<file path="src/common/board_pkg.sv">
`default_nettype none

package board_pkg;

    //--------------------------------------------------
    // board geometry
    //--------------------------------------------------

    // two push buttons on the board
    localparam int w_key = 2;

    // six user leds on the board
    localparam int w_led = 6;

    //--------------------------------------------------
    // reset and pacing
    //--------------------------------------------------

    // lab reset stays low this many cycles after rst_n rises
    localparam int reset_hold_cycles = 8;
    localparam int w_hold_cnt        = $clog2(reset_hold_cycles + 1);

    // board clock cycles between slow ticks, short for simulation
    localparam int slow_period_cycles = 16;
    localparam int w_slow_cnt         = $clog2(slow_period_cycles);

    // one-hot light starts on lab led 0
    localparam logic [w_led-1:0] led_reset_pattern = w_led'(1);

    //--------------------------------------------------
    // lab types
    //--------------------------------------------------

    // one-cycle press strobes, bit 0 from lab key 0, bit 1 from lab key 1
    typedef struct packed {
        logic reverse_dir;
        logic toggle_run;
    } key_press_t;

    // rotating light state, 8 bits in total
    typedef struct packed {
        logic             running;
        logic             dir_up;
        logic [w_led-1:0] pattern;
    } lab_state_t;

    // state right after reset: running, moving toward the top led
    localparam lab_state_t lab_state_reset = '{
        running: 1'b1,
        dir_up:  1'b1,
        pattern: led_reset_pattern
    };

endpackage

`default_nettype wire

</file>
<file path="src/rtl/reset_stretcher.sv">
`default_nettype none

module reset_stretcher
(
    input  wire  clk,
    input  wire  rst_n,
    output logic lab_rst_n
);

    import board_pkg::*;

    // counts clock edges since rst_n was first sampled high
    logic [w_hold_cnt-1:0] hold_cnt;

    // count has reached the hold length
    logic                  hold_done;

    assign hold_done = (hold_cnt == w_hold_cnt'(reset_hold_cycles));

    //--------------------------------------------------
    // power-up style reset imitation
    //--------------------------------------------------

    // any low sample of rst_n restarts the whole hold period,
    // so even a one-cycle external pulse gives a full lab reset
    always_ff @(posedge clk)
    begin
        if (!rst_n)
        begin
            hold_cnt  <= '0;
            lab_rst_n <= 1'b0;
        end
        else
        begin
            // saturate once the hold length is reached
            if (!hold_done)
                hold_cnt <= hold_cnt + 1'b1;

            // lab reset releases on the edge that sees the full count
            lab_rst_n <= hold_done;
        end
    end

endmodule

`default_nettype wire

</file>
<file path="src/rtl/slow_tick_gen.sv">
`default_nettype none

module slow_tick_gen
(
    input  wire  clk,
    input  wire  rst_n,
    output logic slow_tick
);

    import board_pkg::*;

    // free-running divider count
    logic [w_slow_cnt-1:0] div_cnt;

    // last count of a period
    logic                  div_wrap;

    assign div_wrap = (div_cnt == w_slow_cnt'(slow_period_cycles - 1));

    //--------------------------------------------------
    // clock divider
    //--------------------------------------------------

    // stands in for the 1 hz slow clock of the board,
    // but as a one-cycle enable in the clk domain
    always_ff @(posedge clk)
    begin
        if (!rst_n)
        begin
            div_cnt   <= '0;
            slow_tick <= 1'b0;
        end
        else if (div_wrap)
        begin
            // wrap and pulse, one period after the previous pulse
            div_cnt   <= '0;
            slow_tick <= 1'b1;
        end
        else
        begin
            div_cnt   <= div_cnt + 1'b1;
            slow_tick <= 1'b0;
        end
    end

endmodule

`default_nettype wire

</file>
<file path="src/lab/key_press_detector.sv">
`default_nettype none

module key_press_detector
(
    input  wire                         clk,
    input  wire                         rst_n,
    input  wire  [board_pkg::w_key-1:0] key,
    output board_pkg::key_press_t       press
);

    import board_pkg::*;

    //--------------------------------------------------
    // synchronizer and edge detect state
    //--------------------------------------------------

    // first synchronizer stage, may go metastable
    logic [w_key-1:0] key_meta;

    // second synchronizer stage, safe to use
    logic [w_key-1:0] key_sync;

    // synchronized value one cycle earlier
    logic [w_key-1:0] key_prev;

    // registered rising edge of each key
    logic [w_key-1:0] key_rise;

    // timeline for a key that first samples high on edge n:
    // key_sync high after n+1, key_rise after n+2, press after n+3
    always_ff @(posedge clk)
    begin
        if (!rst_n)
        begin
            key_meta <= '0;
            key_sync <= '0;
            key_prev <= '0;
            key_rise <= '0;
            press    <= '0;
        end
        else
        begin
            // two-flop synchronizer for the asynchronous buttons
            key_meta <= key;
            key_sync <= key_meta;

            // rising edge only, a held key sees key_prev high
            key_prev <= key_sync;
            key_rise <= key_sync & ~key_prev;

            // pack the strobes by meaning
            press.toggle_run  <= key_rise[0];
            press.reverse_dir <= key_rise[1];
        end
    end

    // a new strobe on the same key needs a release in between,
    // since key_prev must go low again before key_rise can rise
    // each strobe lasts exactly one cycle and is never held back

endmodule

`default_nettype wire

</file>
<file path="src/lab/lab_top.sv">
`default_nettype none

module lab_top
(
    input  wire                         clk,
    input  wire                         rst_n,
    input  wire                         slow_tick,
    input  wire  [board_pkg::w_key-1:0] key,
    output logic [board_pkg::w_led-1:0] led
);

    import board_pkg::*;

    //--------------------------------------------------
    // key presses
    //--------------------------------------------------

    // one-cycle strobes, key 0 pauses or resumes, key 1 reverses
    key_press_t press;

    key_press_detector i_key_press_detector
    (
        .clk   ( clk   ),
        .rst_n ( rst_n ),
        .key   ( key   ),
        .press ( press )
    );

    //--------------------------------------------------
    // rotating light state
    //--------------------------------------------------

    // current and next run flag, direction and one-hot pattern
    lab_state_t state;
    lab_state_t state_next;

    // move the lit bit by one place with wrap around
    // up means toward the msb, lab led 5
    function automatic logic [w_led-1:0] rotate_one
    (
        input logic [w_led-1:0] pattern,
        input logic             up
    );
        logic [w_led-1:0] rotated;

        if (up)
            rotated = {pattern[w_led-2:0], pattern[w_led-1]};
        else
            rotated = {pattern[0], pattern[w_led-1:1]};

        return rotated;
    endfunction

    always_comb
    begin
        state_next = state;

        // rotation looks only at the old flags, so a press that
        // lands on a tick cycle takes effect from the next tick
        if (slow_tick && state.running)
            state_next.pattern = rotate_one(state.pattern, state.dir_up);

        // pause or resume
        if (press.toggle_run)
            state_next.running = ~state.running;

        // flip direction
        if (press.reverse_dir)
            state_next.dir_up = ~state.dir_up;
    end

    always_ff @(posedge clk)
    begin
        if (!rst_n)
            state <= lab_state_reset;
        else
            state <= state_next;
    end

    //--------------------------------------------------
    // led output
    //--------------------------------------------------

    // active high lab leds, one cycle after the tick that moved them
    assign led = state.pattern;

endmodule

`default_nettype wire

</file>
<file path="src/rtl/board_specific_top.sv">
`default_nettype none

module board_specific_top
(
    input  wire                         CLK,
    input  wire                         rst_n,
    input  wire  [board_pkg::w_key-1:0] KEY,
    output wire  [board_pkg::w_led-1:0] LED
);

    import board_pkg::*;

    //--------------------------------------------------
    // internal nets
    //--------------------------------------------------

    // board oscillator used directly as the lab clock
    wire             clk = CLK;

    // stretched reset for everything behind the pins
    wire             lab_rst_n;

    // one-cycle pacing strobe for the lab
    wire             slow_tick;

    // active high, lab bit order
    wire [w_key-1:0] lab_key;
    wire [w_led-1:0] lab_led;

    //--------------------------------------------------
    // pin polarity and bit order
    //--------------------------------------------------

    // buttons pull low when pressed, and the board numbers
    // them the other way round from the lab
    // lab key 0 comes from KEY[1], lab key 1 from KEY[0]
    for (genvar i = 0; i < w_key; i++)
    begin : g_key_swap
        assign lab_key[i] = ~KEY[w_key - 1 - i];
    end

    // leds light on a low pin, and pin order is mirrored
    // so lab led i drives LED[5 - i]
    for (genvar i = 0; i < w_led; i++)
    begin : g_led_swap
        assign LED[w_led - 1 - i] = ~lab_led[i];
    end

    //--------------------------------------------------
    // reset
    //--------------------------------------------------

    // two-button board has no spare key for reset, so the
    // external reset is widened into a power-up style pulse
    reset_stretcher i_reset_stretcher
    (
        .clk       ( clk       ),
        .rst_n     ( rst_n     ),
        .lab_rst_n ( lab_rst_n )
    );

    //--------------------------------------------------
    // slow tick
    //--------------------------------------------------

    // enable strobe in the clk domain, no derived clock
    slow_tick_gen i_slow_tick_gen
    (
        .clk       ( clk       ),
        .rst_n     ( lab_rst_n ),
        .slow_tick ( slow_tick )
    );

    //--------------------------------------------------
    // lab design
    //--------------------------------------------------

    // while lab_rst_n is low the lab holds led 0 lit,
    // which shows on the pins as LED = 011111
    lab_top i_lab_top
    (
        .clk       ( clk       ),
        .rst_n     ( lab_rst_n ),
        .slow_tick ( slow_tick ),
        .key       ( lab_key   ),
        .led       ( lab_led   )
    );

endmodule

`default_nettype wire

</file>
<file path="config.mk">
export PLATFORM = sky130hd
export DESIGN_NAME = board_specific_top
export DESIGN_NICKNAME = d
export VERILOG_FILES = /design/src/common/board_pkg.sv /design/src/rtl/reset_stretcher.sv /design/src/rtl/slow_tick_gen.sv /design/src/lab/key_press_detector.sv /design/src/lab/lab_top.sv /design/src/rtl/board_specific_top.sv
export SDC_FILE = /design/constraint.sdc
export NUM_CORES = 1
export LEC_CHECK = 0
export CAP_MARGIN = 0
export CORE_UTILIZATION = 49
export DETAILED_ROUTE_END_ITERATION = 8
export DONT_BUFFER_PORTS = 1
export GPL_TIMING_DRIVEN = 0
export HOLD_SLACK_MARGIN = 0.15
export SYNTH_ARGS = -nofsm -noshare
export SYNTH_HDL_FRONTEND = slang
export SYNTH_HIERARCHICAL = 1
export SYNTH_SLANG_ARGS = --single-unit
</file>
<file path="constraint.sdc">
create_clock -name CLK -period 3 [get_ports CLK]
set_input_delay 0.6 -clock CLK [delete_from_list [all_inputs] [get_ports CLK]]
set_output_delay 0.6 -clock CLK [all_outputs]
set_load 0.02 [all_outputs]
</file>
======== Yosys cells after proc, flatten, opt, wreduce, memory -nomap -nowiden ========
Index checks and enable logic that the tools add are counted.
cells by class
  add/subtract/negate cells ............... 2
  multipliers ............................. 0
  div/mod/pow operators ................... 0
  magnitude comparators ................... 0
  equality and inequality tests ........... 2
  shift operators ......................... 0
  mux-type cells .......................... 2
  bitwise operators ....................... 13
  reductions and logical operators ........ 2
operator list
  operator                                     count
  NOT 1 bit                                    11
  adder 4 x 1 -> 4 bit, second input constant  2
  == test 4 bit, second input constant         2
  2-to-1 mux 6 bit                             1
  bitwise AND 2 bit                            1
  NOT 2 bit                                    1
  OR reduction 2 bit                           1
  logical AND 1 bit                            1
  2-to-1 mux 1 bit                             1
storage, ports and cells
  flip-flop bits (word level) ............. 28
  latch bits .............................. 0
  bits in writable memories ............... 0
  ROM bits ................................ 0
  bits of input ports ..................... 4
  output and inout bits ................... 6
  memories ................................ 0

======== Logic depth before layout (Yosys ltp) ========
Gate-level depths: netlist (run 1).
  word-level depth ........................ 2
  depth in mapped cells ................... 5
  depth with buffers taken out ............ 5

======== By module ========
The synthesis (run 1) kept the hierarchy.
modules (own cells, without submodules)
  module              instances  cells an instance  area each (µm²)  sequential area each (µm²)
  lab_top             1          42                 449.2            160.2
  key_press_detector  1          20                 277.8            200.2
  reset_stretcher     1          23                 230.2            100.1
  slow_tick_gen       1          18                 183.9            100.1
  board_specific_top  1          8                  30.0             0.0

======== Worst setup path before layout (run 1) ========
No wires, ideal clock.
  path type ............................... register to output
  from .................................... reg i_lab_top.state (netlist bit i_lab_top/led[1])
  to ...................................... out LED[4] in the netlist's numbering
  arrival ................................. 0.562 ns
  required time ........................... 2.400 ns
  setup slack ............................. 1.838 ns
  stages on the path, launching flop included .. 3
  cells stage by stage .................... dfxtp_1 buf_4 inv_1
between the ends
  cells in the longest elaborated chain, start to end .. 1
ends and longest elaborated chain
  item                      RTL line                  text
  start: declaration        lab_top.sv:34             lab_state_t state;
  start signal: assignment  lab_top.sv:75             state <= lab_state_reset;
  start signal: assignment  lab_top.sv:77             state <= state_next;
  NOT 1 bit                 board_specific_top.sv:46  assign LED[w_led - 1 - i] = ~lab_led[i];
  end: declaration          board_specific_top.sv:8   output wire [board_pkg::w_led-1:0] LED
No other way between the ends.

======== Worst setup path after layout (run 1) ========
  from .................................... reg i_lab_top.state (netlist bit i_lab_top/led[2])
  to ...................................... out LED[3] in the netlist's numbering
The elaborated chain is that of the path after synthesis.

==> results of run 1 <==
sequential cells by signal, summed over array words and instances (netlist names):
signal,cells
i_lab_top/i_key_press_detector/key_prev,2
i_lab_top/i_key_press_detector/key_sync,2
i_lab_top/i_key_press_detector/key_meta,2
i_lab_top/i_key_press_detector/key_rise,2
i_lab_top/led,6
i_reset_stretcher/lab_rst_n,1
i_lab_top/state,2
i_lab_top/i_key_press_detector/press,2
i_reset_stretcher/hold_cnt,4
i_slow_tick_gen/div_cnt,4
i_slow_tick_gen/slow_tick,1
layout make-up:
type,count,area (um^2)
fill,217,991
sequential,28,561
multi-input combinational,60,479
buffer,9,78.8
inverter,14,52.6
clock buffer,4,36.3
tap,28,35.0
power by group through the flow:
stage | clock network (W) | registers (W) | logic, W
after detailed placement | 0 | 0.000388 | 0.0000150
after floorplan | 0 | 0.000387 | 0.0000132
after global placement | 0 | 0.000387 | 0.0000143
after global routing | 0.000200 | 0.000380 | 0.0000179
after CTS | 0.000189 | 0.000380 | 0.0000152
final | 0.000177 | 0.000379 | 0.0000149
per-stage QoR:
stage           util  cell area, um^2
2_1_floorplan      -             1170
3_3_place_gp   0.540             1210
5_1_grt        0.556             1240
6_report       0.556             1240
4_1_cts        0.556             1240
3_5_place_dp   0.540             1210
cell usage in the layout (no fill, tap or decap), types with 2 or more instances in the layout:
cell	instances
nand2_1	3
nor2_1	5
ha_1	3
buf_4	6
buf_6	3
and2_2	8
and3b_1	2
mux2i_1	5
clkbuf_4	3
nand2b_1	2
a211oi_2	5
xnor2_1	4
a21oi_1	8
nand3_1	3
dfxtp_1	28
inv_1	14
final timing paths:
check,end,slack (ns),cells after the start
setup reg to reg,i_lab_top/led[1],1.91,2
hold / removal,i_reset_stretcher/hold_cnt[1],0.43,2
setup / recovery,LED[3],1.43,2
hold reg to reg,i_lab_top/i_key_press_detector/key_sync[1],0.47,1
logic make-up after synthesis:
| family | count (synthesis) | synth area share |
|---|---|---|
| buffers and inverters | 23 | 0.112 |
| muxes | 6 | 0.0556 |
| AOI/OAI and AO/OA | 16 | 0.110 |
| and+or+nand+nor | 30 | 0.174 |
| DFF | 28 | 0.479 |
| adders and majority gates | 3 | 0.0321 |
| xor gates and xnor gates | 5 | 0.0374 |
routing by layer:
layer / part of all wire / track usage
met5: 0 / 0
met4: 0.0057 / 0.0833
met3: 0.018 / 0.0357
met2: 0.43 / 0.233
met1: 0.54 / 0.183
worst max-delay path, delay by kind of cell (launching register included):
kind / cells / cell delay, ns
buf+inv: 2 / 0.28
flops: 1 / 0.37
==> qor.csv, run 1 <==
stage,metric,value,unit
outcome,outcome,"complete, no violations",
yosys,synth.top_cells.by_count,"dfxtp_1 (28), inv_1 (14), a21oi_1 (8), and2_2 (8), buf_4 (6)",
cts,clkTransAtPathRegs,0.14,ns
pwr,p_leak,0.526,nW
placed_design,gp_congestion,0.710,
cts,ctsHoldBuffers,0,
setup_path,crit_path_end_kind,primary output,
global_routing,grt_max_degree,18,
sta,finalHoldViolCount,0,
sta,finalCritPeriodShare,0.522,
sta,finalCriticalPeriod,1.57,ns
global_routing,gr-total-overflow,0,
cts,cts_tree,built,
setup_path,worstPathArrival,0.97,ns
pwr,p_int,0.000457,W
setup_path,cp_max_fo,4,
drt,vias,708,
cts,cts_setup_buffers,0,
cts,cts.sinks,28,
pwr,finalPower,0.000571,W
drt,drt_iter0_markers,9,
sta,skew,0.00872,ns
yosys,synth_top_area_cell,dfxtp_1,
yosys,synth_area_leaders,"dfxtp_1 (48%), a211oi_2 (5.3%), and2_2 (5.1%), inv_1 (4.5%), mux2i_1 (4.3%)",
setup_path,critical_path_class,flip-flop to primary output,
floorplan,die_area,2590,um^2
pwr,switching_share,0.200,
cts,cts_buffers,3,
yosys,synthCells,111,
drt,drtAntennaViolNets,0,
yosys,yosysMostFrequentCell,dfxtp_1,
sta,fmax,0.638,GHz
worst_hold_path,hold_start,rst_n,
sta,rsz0062_at_grt,false,
pwr,p_comb_frac,0.026,
placed_design,dp_cells,139,
sta,hold-worst-slack,0.433,ns
drt,viasPerCell,4.95,
pwr,peakVddDrop,0.368,mV
setup_path,cp_cell_sequence,buf_4 > inv_1,
yosys,async_flop_share,0,
cts,cts.htree.levels,1,
setup_path,cp_slowest_cell,dfxtp_1,
layout,fin_cells,143,
placed_design,portBuffers,0,
setup_path,r2r-start,i_reset_stretcher/lab_rst_n,
cts,post_cts_resized,0,
cts,clockBufferDepth,2,
sta,setup_viol,0,
pwr,p_switching,0.000114,W
yosys,synth-main-ff-cell,dfxtp_1,
layout,fin_nets,123,
setup_path,cp-start-kind,flip-flop,
pwr,pwr-share-clk,0.309,
global_routing,grt_pass1_vias,649,
sta,drv_slew,0,
floorplan,die_h,50.9,um
layout,area_delta_synth_final,6.09,%
drt,wl_per_cell,11.0,um
sta,worst_slew_pin_slew,0.417,ns
pwr,power.density,459,nW/um^2
drt,drc,0,
worst_hold_path,hp-class,input pin to flip-flop,
yosys,synthesis.nets,118,
global_routing,gr-usage-all-layers,0.147,
drt,wl,1570,um
yosys,synthesis.area,1170,um^2
floorplan,start_util,0.524,
setup_path,cpPeakStageDelay,0.37,ns
run,drv_cap,0,
yosys,ys_seq_area_frac,0.479,
cts,cts-root-buf,clkbuf_4,
layout,drive_above_1_share,0.270,
global_routing,grt_pass1_wl,2800,um
layout,diodes,0,
yosys,synth_edf_count,0,
placed_design,dp_slack,1.80,ns
setup_path,setup.worst_path.start,i_lab_top/led[2],
drt,dr.pass1.iters,4,
sta,worst_slack,1.43,ns
setup_path,crit_required,2.40,ns
cts,clock_latency,0.32,ns
sta,maxSlewHeadroom,0.722,
placed_design,dp_hpwl,1100,um
yosys,netlist.area_leader.share,0.479,
sta,fin_tns_setup,0,ns
yosys,syn-mean-instance-area,10.6,um^2
floorplan,core_area,2230,um^2
floorplan,ios,10,
yosys,yosysUniqueCellTypes,27,
floorplan,fp-row-count,17,
yosys,yosys_register_bits,28,
yosys,yosysWarnings,6,
global_routing,antenna_found_initial,0,
pwr,p_seq_frac,0.664,
floorplan,die_x,50.9,um
No activity file was read; power rests on OpenSTA's default activity.
==> run 2, diff against run 1 <==
--- a/config.mk
+++ b/config.mk
@@ -11,6 +11,7 @@
 export DONT_BUFFER_PORTS = 1
 export GPL_TIMING_DRIVEN = 0
 export HOLD_SLACK_MARGIN = 0.15
+export PLACE_DENSITY = 0.66
 export SYNTH_ARGS = -nofsm -noshare
 export SYNTH_HDL_FRONTEND = slang
 export SYNTH_HIERARCHICAL = 1
==> constraint.sdc (replaced) <==
create_clock -name CLK -period 1.4 [get_ports CLK]
set_input_delay 0.28 -clock CLK [delete_from_list [all_inputs] [get_ports CLK]]
set_output_delay 0.28 -clock CLK [all_outputs]
set_load 0.02 [all_outputs]
==> qor.csv, run 2 (synthesis results as in run 1) <==
stage,metric,value,unit,change
outcome,outcome,"complete, no violations",,
setup_path,cp-start-kind,flip-flop,,
setup_path,setup.worst_path.end,LED[4],,
setup_path,cp_max_fo,4,,unchanged
floorplan,start_util,0.524,,unchanged
sta,fin_tns_setup,0,ns,unchanged
drt,wl_per_cell,10.5,um,-4.7%
layout,fin_util,0.577,,+0.0207
floorplan,ios,10,,unchanged
sta,drv_slew,0,,unchanged
setup_path,worst-r2r-cell-count,2,,unchanged
drt,viasPerCell,4.79,,-3.2%
global_routing,grt_pass1_vias,726,,+12%
cts,clockBufferDepth,2,,unchanged
setup_path,path_buf_inv,2,,unchanged
layout,nFillCells,202,,-6.9%
setup_path,worstPathArrival,0.97,ns,about the same
layout,final_cell_mix,"dfxtp_1 (28), inv_1 (14), a21oi_1 (8), and2_2 (8), buf_4 (6)",,
sta,maxSlewHeadroom,0.692,,-0.0298
layout,layout_commonest_cell,dfxtp_1,,
global_routing,grt_max_degree,18,,unchanged
worst_hold_path,hp-class,input pin to flip-flop,,
setup_path,cp_cell_sequence,buf_4 > inv_1,,
drt,dr.pass1.iters,2,,-2
drt,drt_iter0_markers,12,,+3
cts,cts-root-buf,clkbuf_4,,
setup_path,cpPeakStageDelay,0.37,ns,about the same
drt,wl,1530,um,-2.7%
cts,cts_tree,built,,
drt,vias,700,,-1.1%
placed_design,gp_congestion,0.723,,+1.7%
pwr,switching_share,0.184,,-0.0155
cts,clkTransAtPathRegs,0.15,ns,about the same
setup_path,r2r_slack,0.27,ns,-1.64 ns
layout,diodes,0,,unchanged
pwr,p_comb_frac,0.028,,+0.002
layout,multi_input_area,479,um^2,unchanged
floorplan,core_area,2230,um^2,unchanged
layout,largest_reg_flops,6,,unchanged
sta,finalCritPeriodShare,0.892,,
setup_path,path_delay_family,flip-flops,,
pwr,pwr-share-clk,0.377,,+0.068
floorplan,fp-row-count,17,,unchanged
layout,seqCellArea,561,um^2,unchanged
pwr,p_switching,0.000252,W,+120%
floorplan,die_x,50.9,um,unchanged
pwr,finalPower,0.00137,W,+140%
cts,cts.sinks,28,,unchanged
layout,drive_above_1_share,0.263,,-0.00685
floorplan,die_h,50.9,um,unchanged
sta,skew,0.0101,ns,+0.00139 ns
setup_path,critical_path_class,flip-flop to primary output,,
sta,fmax,0.801,GHz,
global_routing,gr-total-overflow,0,,unchanged
global_routing,antenna_found_initial,0,,unchanged
pwr,p_leak,0.545,nW,+3.7%
setup_path,r2r-start,i_reset_stretcher/lab_rst_n,,
pwr,peakVddDrop,0.607,mV,+65%
cts,post_cts_resized,0,,unchanged
placed_design,dp_hpwl,1080,um,-1.3%
global_routing,gr-usage-all-layers,0.150,,+0.00232
global_routing,grt_pass1_wl,2880,um,+2.7%
sta,rsz0062_at_grt,false,,
drt,drtAntennaViolNets,0,,unchanged
setup_path,setup.worst_path.start,i_lab_top/led[1],,
placed_design,portBuffers,0,,unchanged
setup_path,crit_required,1.12,ns,-1.28 ns
drt,drc,0,,unchanged
setup_path,crit_path_end_kind,primary output,,
cts,clock_latency,0.32,ns,about the same
layout,fin_nets,126,,+2.4%
sta,worst_slew_pin_slew,0.462,ns,+0.0446 ns
pwr,p_int,0.00112,W,+140%
cts,cts_buffers,3,,unchanged
run,drv_cap,0,,unchanged
setup_path,cp_num_cells,2,,unchanged
pwr,power.density,1060,nW/um^2,+130%
setup_path,cp_slowest_cell,dfxtp_1,,
pwr,p_seq_frac,0.595,,-0.069
sta,finalHoldViolCount,0,,unchanged
sta,finalCriticalPeriod,1.25,ns,
cts,cts.htree.levels,1,,unchanged
layout,area_delta_synth_final,10.0,%,
setup_path,rr_endpoint,i_lab_top/led[5],,
floorplan,die_area,2590,um^2,unchanged
sta,setup_viol,0,,unchanged
[run 2: changes by cell type in the layout (fill, tap and decap cells not counted), sizes merged]
cell / before / now
bufinv: 0 / 1
clkbuf: 4 / 3
dlygate4sd3: 0 / 3
[run 2: worst min path at each step]
stage                                                from                                         end  cells past startpoint
2_1_floorplan  i_lab_top/i_key_press_detector/key_meta[0]  i_lab_top/i_key_press_detector/key_sync[0]                      1
3_3_place_gp   i_lab_top/i_key_press_detector/key_rise[0]     i_lab_top/i_key_press_detector/press[0]                      1
3_5_place_dp   i_lab_top/i_key_press_detector/key_rise[1]     i_lab_top/i_key_press_detector/press[1]                      1
4_1_cts                                             rst_n                 i_reset_stretcher/lab_rst_n                      2
5_1_grt                                             rst_n               i_reset_stretcher/hold_cnt[0]                      2
6_report                                            rst_n               i_reset_stretcher/hold_cnt[0]                      2
[run 2: cell type report]
cell class              count  share of cell area
flip-flops and latches     28               0.435
multi-input cells          60               0.372
well taps                  28              0.0272
clock inverters             1              0.0233
clock buffers               3              0.0175
plain buffers               9              0.0612
repair buffers              3              0.0233
inverters                  14              0.0408
[run 2: what timing repair did]
action | CTS | global route
buffers inserted | 0 | 0
hold buffers | 3 | 0
hold endpoints to repair | 3 | 0
[run 2: metrics by stage]
step	hold slack, ns	std cells	worst slack (ns)	instance area (um^2)
global placement	0.428	139	0.288	1210
CTS	0.155	146	0.132	1290
global route	0.162	146	0.0849	1290
finish	0.171	146	0.151	1290
detailed placement	0.432	139	0.257	1210
floorplan	0.426	111	0.396	1170
[run 2: power groups by stage]
| stage | logic, W | registers (W) | clock network (W) |
|---|---|---|---|
| after floorplan | 0.0000283 | 0.000829 | 0 |
| after global placement | 0.0000308 | 0.000830 | 0 |
| after detailed placement | 0.0000324 | 0.000831 | 0 |
| after CTS | 0.0000392 | 0.000814 | 0.000533 |
| after global routing | 0.0000449 | 0.000815 | 0.000565 |
| final | 0.0000388 | 0.000813 | 0.000515 |
[run 2: per-layer routing]
metal,track usage,up-vias,part of all wire
li1,-,371,-
met1,0.164,319,0.48
met2,0.271,8,0.49
met5,0,-,0
met4,0.0694,0,0.0085
met3,0.0357,2,0.017
[run 2: worst reg2reg max path, stage by stage, from the launching register on]
cell and delay (ns):
dfxtp_1 0.63, inv_1 0.25, a211oi_2 0.18
==> run 3, diff against run 2 <==
--- a/config.mk
+++ b/config.mk
@@ -11,7 +11,6 @@
 export DONT_BUFFER_PORTS = 1
 export GPL_TIMING_DRIVEN = 0
 export HOLD_SLACK_MARGIN = 0.15
-export PLACE_DENSITY = 0.66
 export SYNTH_ARGS = -nofsm -noshare
 export SYNTH_HDL_FRONTEND = slang
 export SYNTH_HIERARCHICAL = 1
==> constraint.sdc (replaced) <==
create_clock -name CLK -period 1.37 [get_ports CLK]
set_input_delay 0.274 -clock CLK [delete_from_list [all_inputs] [get_ports CLK]]
set_output_delay 0.274 -clock CLK [all_outputs]
set_load 0.02 [all_outputs]
==> qor.csv, run 3 (synthesis results as in run 1) <==
stage,metric,value,unit,change
cts,clkTransAtPathRegs,0.14,ns,about the same
setup_path,crit_required,1.10,ns,-0.02 ns
pwr,switching_share,0.200,,+0.0161
placed_design,dp_hpwl,1100,um,+1.3%
floorplan,start_util,0.524,,unchanged
sta,skew,0.00914,ns,-0.000970 ns
setup_path,r2r-start,i_reset_stretcher/lab_rst_n,,
cts,clock_latency,0.32,ns,about the same
cts,cts_tree,built,,
sta,rsz0062_at_grt,false,,
floorplan,die_x,50.9,um,unchanged
run,drv_cap,0,,unchanged
floorplan,die_h,50.9,um,unchanged
drt,drt_iter0_markers,9,,-3
setup_path,cp-start-kind,flip-flop,,
pwr,p_int,0.00101,W,-9.8%
setup_path,setup.worst_path.end,LED[3],,
cts,cts.sinks,28,,unchanged
setup_path,rr_endpoint,i_lab_top/led[1],,
sta,finalCriticalPeriod,1.24,ns,
setup_path,cp_cell_sequence,buf_4 > inv_1,,
floorplan,ios,10,,unchanged
layout,fin_util,0.570,,-0.00728
setup_path,worst-r2r-cell-count,2,,unchanged
drt,dr.pass1.iters,4,,+2
sta,hold-worst-slack,0.466,ns,+0.295 ns
setup_path,crit_path_end_kind,primary output,,
pwr,power.density,989,nW/um^2,-6.8%
global_routing,gr-usage-all-layers,0.147,,-0.00232
setup_path,worstPathArrival,0.97,ns,about the same
pwr,peakVddDrop,0.812,mV,+34%
setup_path,critical_path_class,flip-flop to primary output,,
setup_path,setup.worst_path.start,i_lab_top/led[2],,
layout,fin_cells,146,,unchanged
cts,cts-root-buf,clkbuf_4,,
pwr,p_switching,0.000252,W,about the same
cts,clockBufferDepth,2,,unchanged
setup_path,r2r_slack,0.28,ns,about the same
worst_hold_path,hp-class,flip-flop to flip-flop,,
layout,drive_above_1_share,0.263,,unchanged
floorplan,fp-row-count,17,,unchanged
sta,worst_slew_pin_slew,0.417,ns,-0.0446 ns
sta,drv_slew,0,,unchanged
global_routing,antenna_found_initial,0,,unchanged
global_routing,grt_max_degree,18,,unchanged
outcome,outcome,"complete, no violations",,
pwr,p_leak,0.538,nW,-1.3%
global_routing,gr-total-overflow,0,,unchanged
sta,finalCritPeriodShare,0.906,,
drt,drc,0,,unchanged
drt,drtAntennaViolNets,0,,unchanged
drt,wl,1600,um,+4.4%
layout,fin_nets,126,,unchanged
floorplan,core_area,2230,um^2,unchanged
placed_design,portBuffers,0,,unchanged
placed_design,dp_cells,139,,unchanged
sta,fmax,0.806,GHz,
sta,setup_viol,0,,unchanged
layout,area_delta_synth_final,8.65,%,
cts,cts.htree.levels,1,,unchanged
floorplan,die_area,2590,um^2,unchanged
setup_path,cp_max_fo,4,,unchanged
cts,cts_buffers,3,,unchanged
layout,largest_reg_flops,6,,unchanged
sta,maxSlewHeadroom,0.722,,+0.0298
drt,viasPerCell,4.95,,+3.1%
drt,wl_per_cell,11.0,um,+4.4%
layout,final_cell_mix,"dfxtp_1 (28), inv_1 (14), a21oi_1 (8), and2_2 (8), buf_4 (6)",,
setup_path,cpPeakStageDelay,0.37,ns,about the same
cts,post_cts_resized,0,,unchanged
pwr,p_seq_frac,0.660,,+0.065
worst_hold_path,hold_depth,1,,-1
layout,diodes,0,,unchanged
pwr,pwr-share-clk,0.308,,-0.069
placed_design,gp_congestion,0.710,,-1.7%
sta,finalHoldViolCount,0,,unchanged
setup_path,cp_slowest_cell,dfxtp_1,,
pwr,p_comb_frac,0.032,,+0.004
layout,layout_commonest_cell,dfxtp_1,,
sta,fin_tns_setup,0,ns,unchanged
global_routing,grt_pass1_vias,649,,-11%
drt,vias,722,,+3.1%
global_routing,grt_pass1_wl,2800,um,-2.6%
-- run 3: layer usage --
layer  track usage  share of wire  vias up
met5             0              0        -
met4        0.0833         0.0056        0
met3        0.0357          0.020        2
met2         0.233           0.43       13
met1         0.183           0.54      338
li1              -              -      369
-- run 3: area by class of cell --
cell class,count,area (um^2)
Clock buffer,4,36.3
Timing Repair Buffer,3,30.0
Fill cell,214,961
Inverter,14,52.6
Tap cell,28,35.0
Sequential cell,28,561
Buffer,9,78.8
Multi-Input combinational cell,60,479
-- run 3: worst max-delay path, delay by kind of cell (launching register included) --
kind	cells	cell delay [ns]
buf+inv	2	0.28
flops	1	0.37
-- run 3: per-stage QoR --
step	worst slack (ns)	area, um^2	total power (W)
3_5_place_dp	0.267	1210	0.000881
2_1_floorplan	0.366	1170	0.000876
4_1_cts	0.103	1270	0.00129
6_report	0.129	1270	0.00126
3_3_place_gp	0.268	1210	0.000879
5_1_grt	0.0576	1270	0.00132
-- run 3: power groups by stage --
stage               clock network, W   logic, W  registers, W
floorplan                          0  0.0000289      0.000847
global placement                   0  0.0000312      0.000848
detailed placement                 0  0.0000328      0.000849
CTS                         0.000415  0.0000401      0.000831
global route                0.000439  0.0000467      0.000833
finish                      0.000387  0.0000398      0.000831
-- run 3: worst min-delay path by stage --
stage | from | to
floorplan | i_lab_top/i_key_press_detector/key_meta[0] | i_lab_top/i_key_press_detector/key_sync[0]
global placement | i_lab_top/i_key_press_detector/key_rise[0] | i_lab_top/i_key_press_detector/press[0]
detailed placement | i_lab_top/i_key_press_detector/key_meta[1] | i_lab_top/i_key_press_detector/key_sync[1]
CTS | i_lab_top/i_key_press_detector/key_meta[1] | i_lab_top/i_key_press_detector/key_sync[1]
global route | i_lab_top/i_key_press_detector/key_rise[0] | i_lab_top/i_key_press_detector/press[0]
finish | i_lab_top/i_key_press_detector/key_meta[1] | i_lab_top/i_key_press_detector/key_sync[1]
-- run 3: timing repair --
item / 4_1_cts / 5_1_grt
hold endpoints to repair: 5 / 0
hold buffers: 3 / 0
setup buffers: 0 / 0
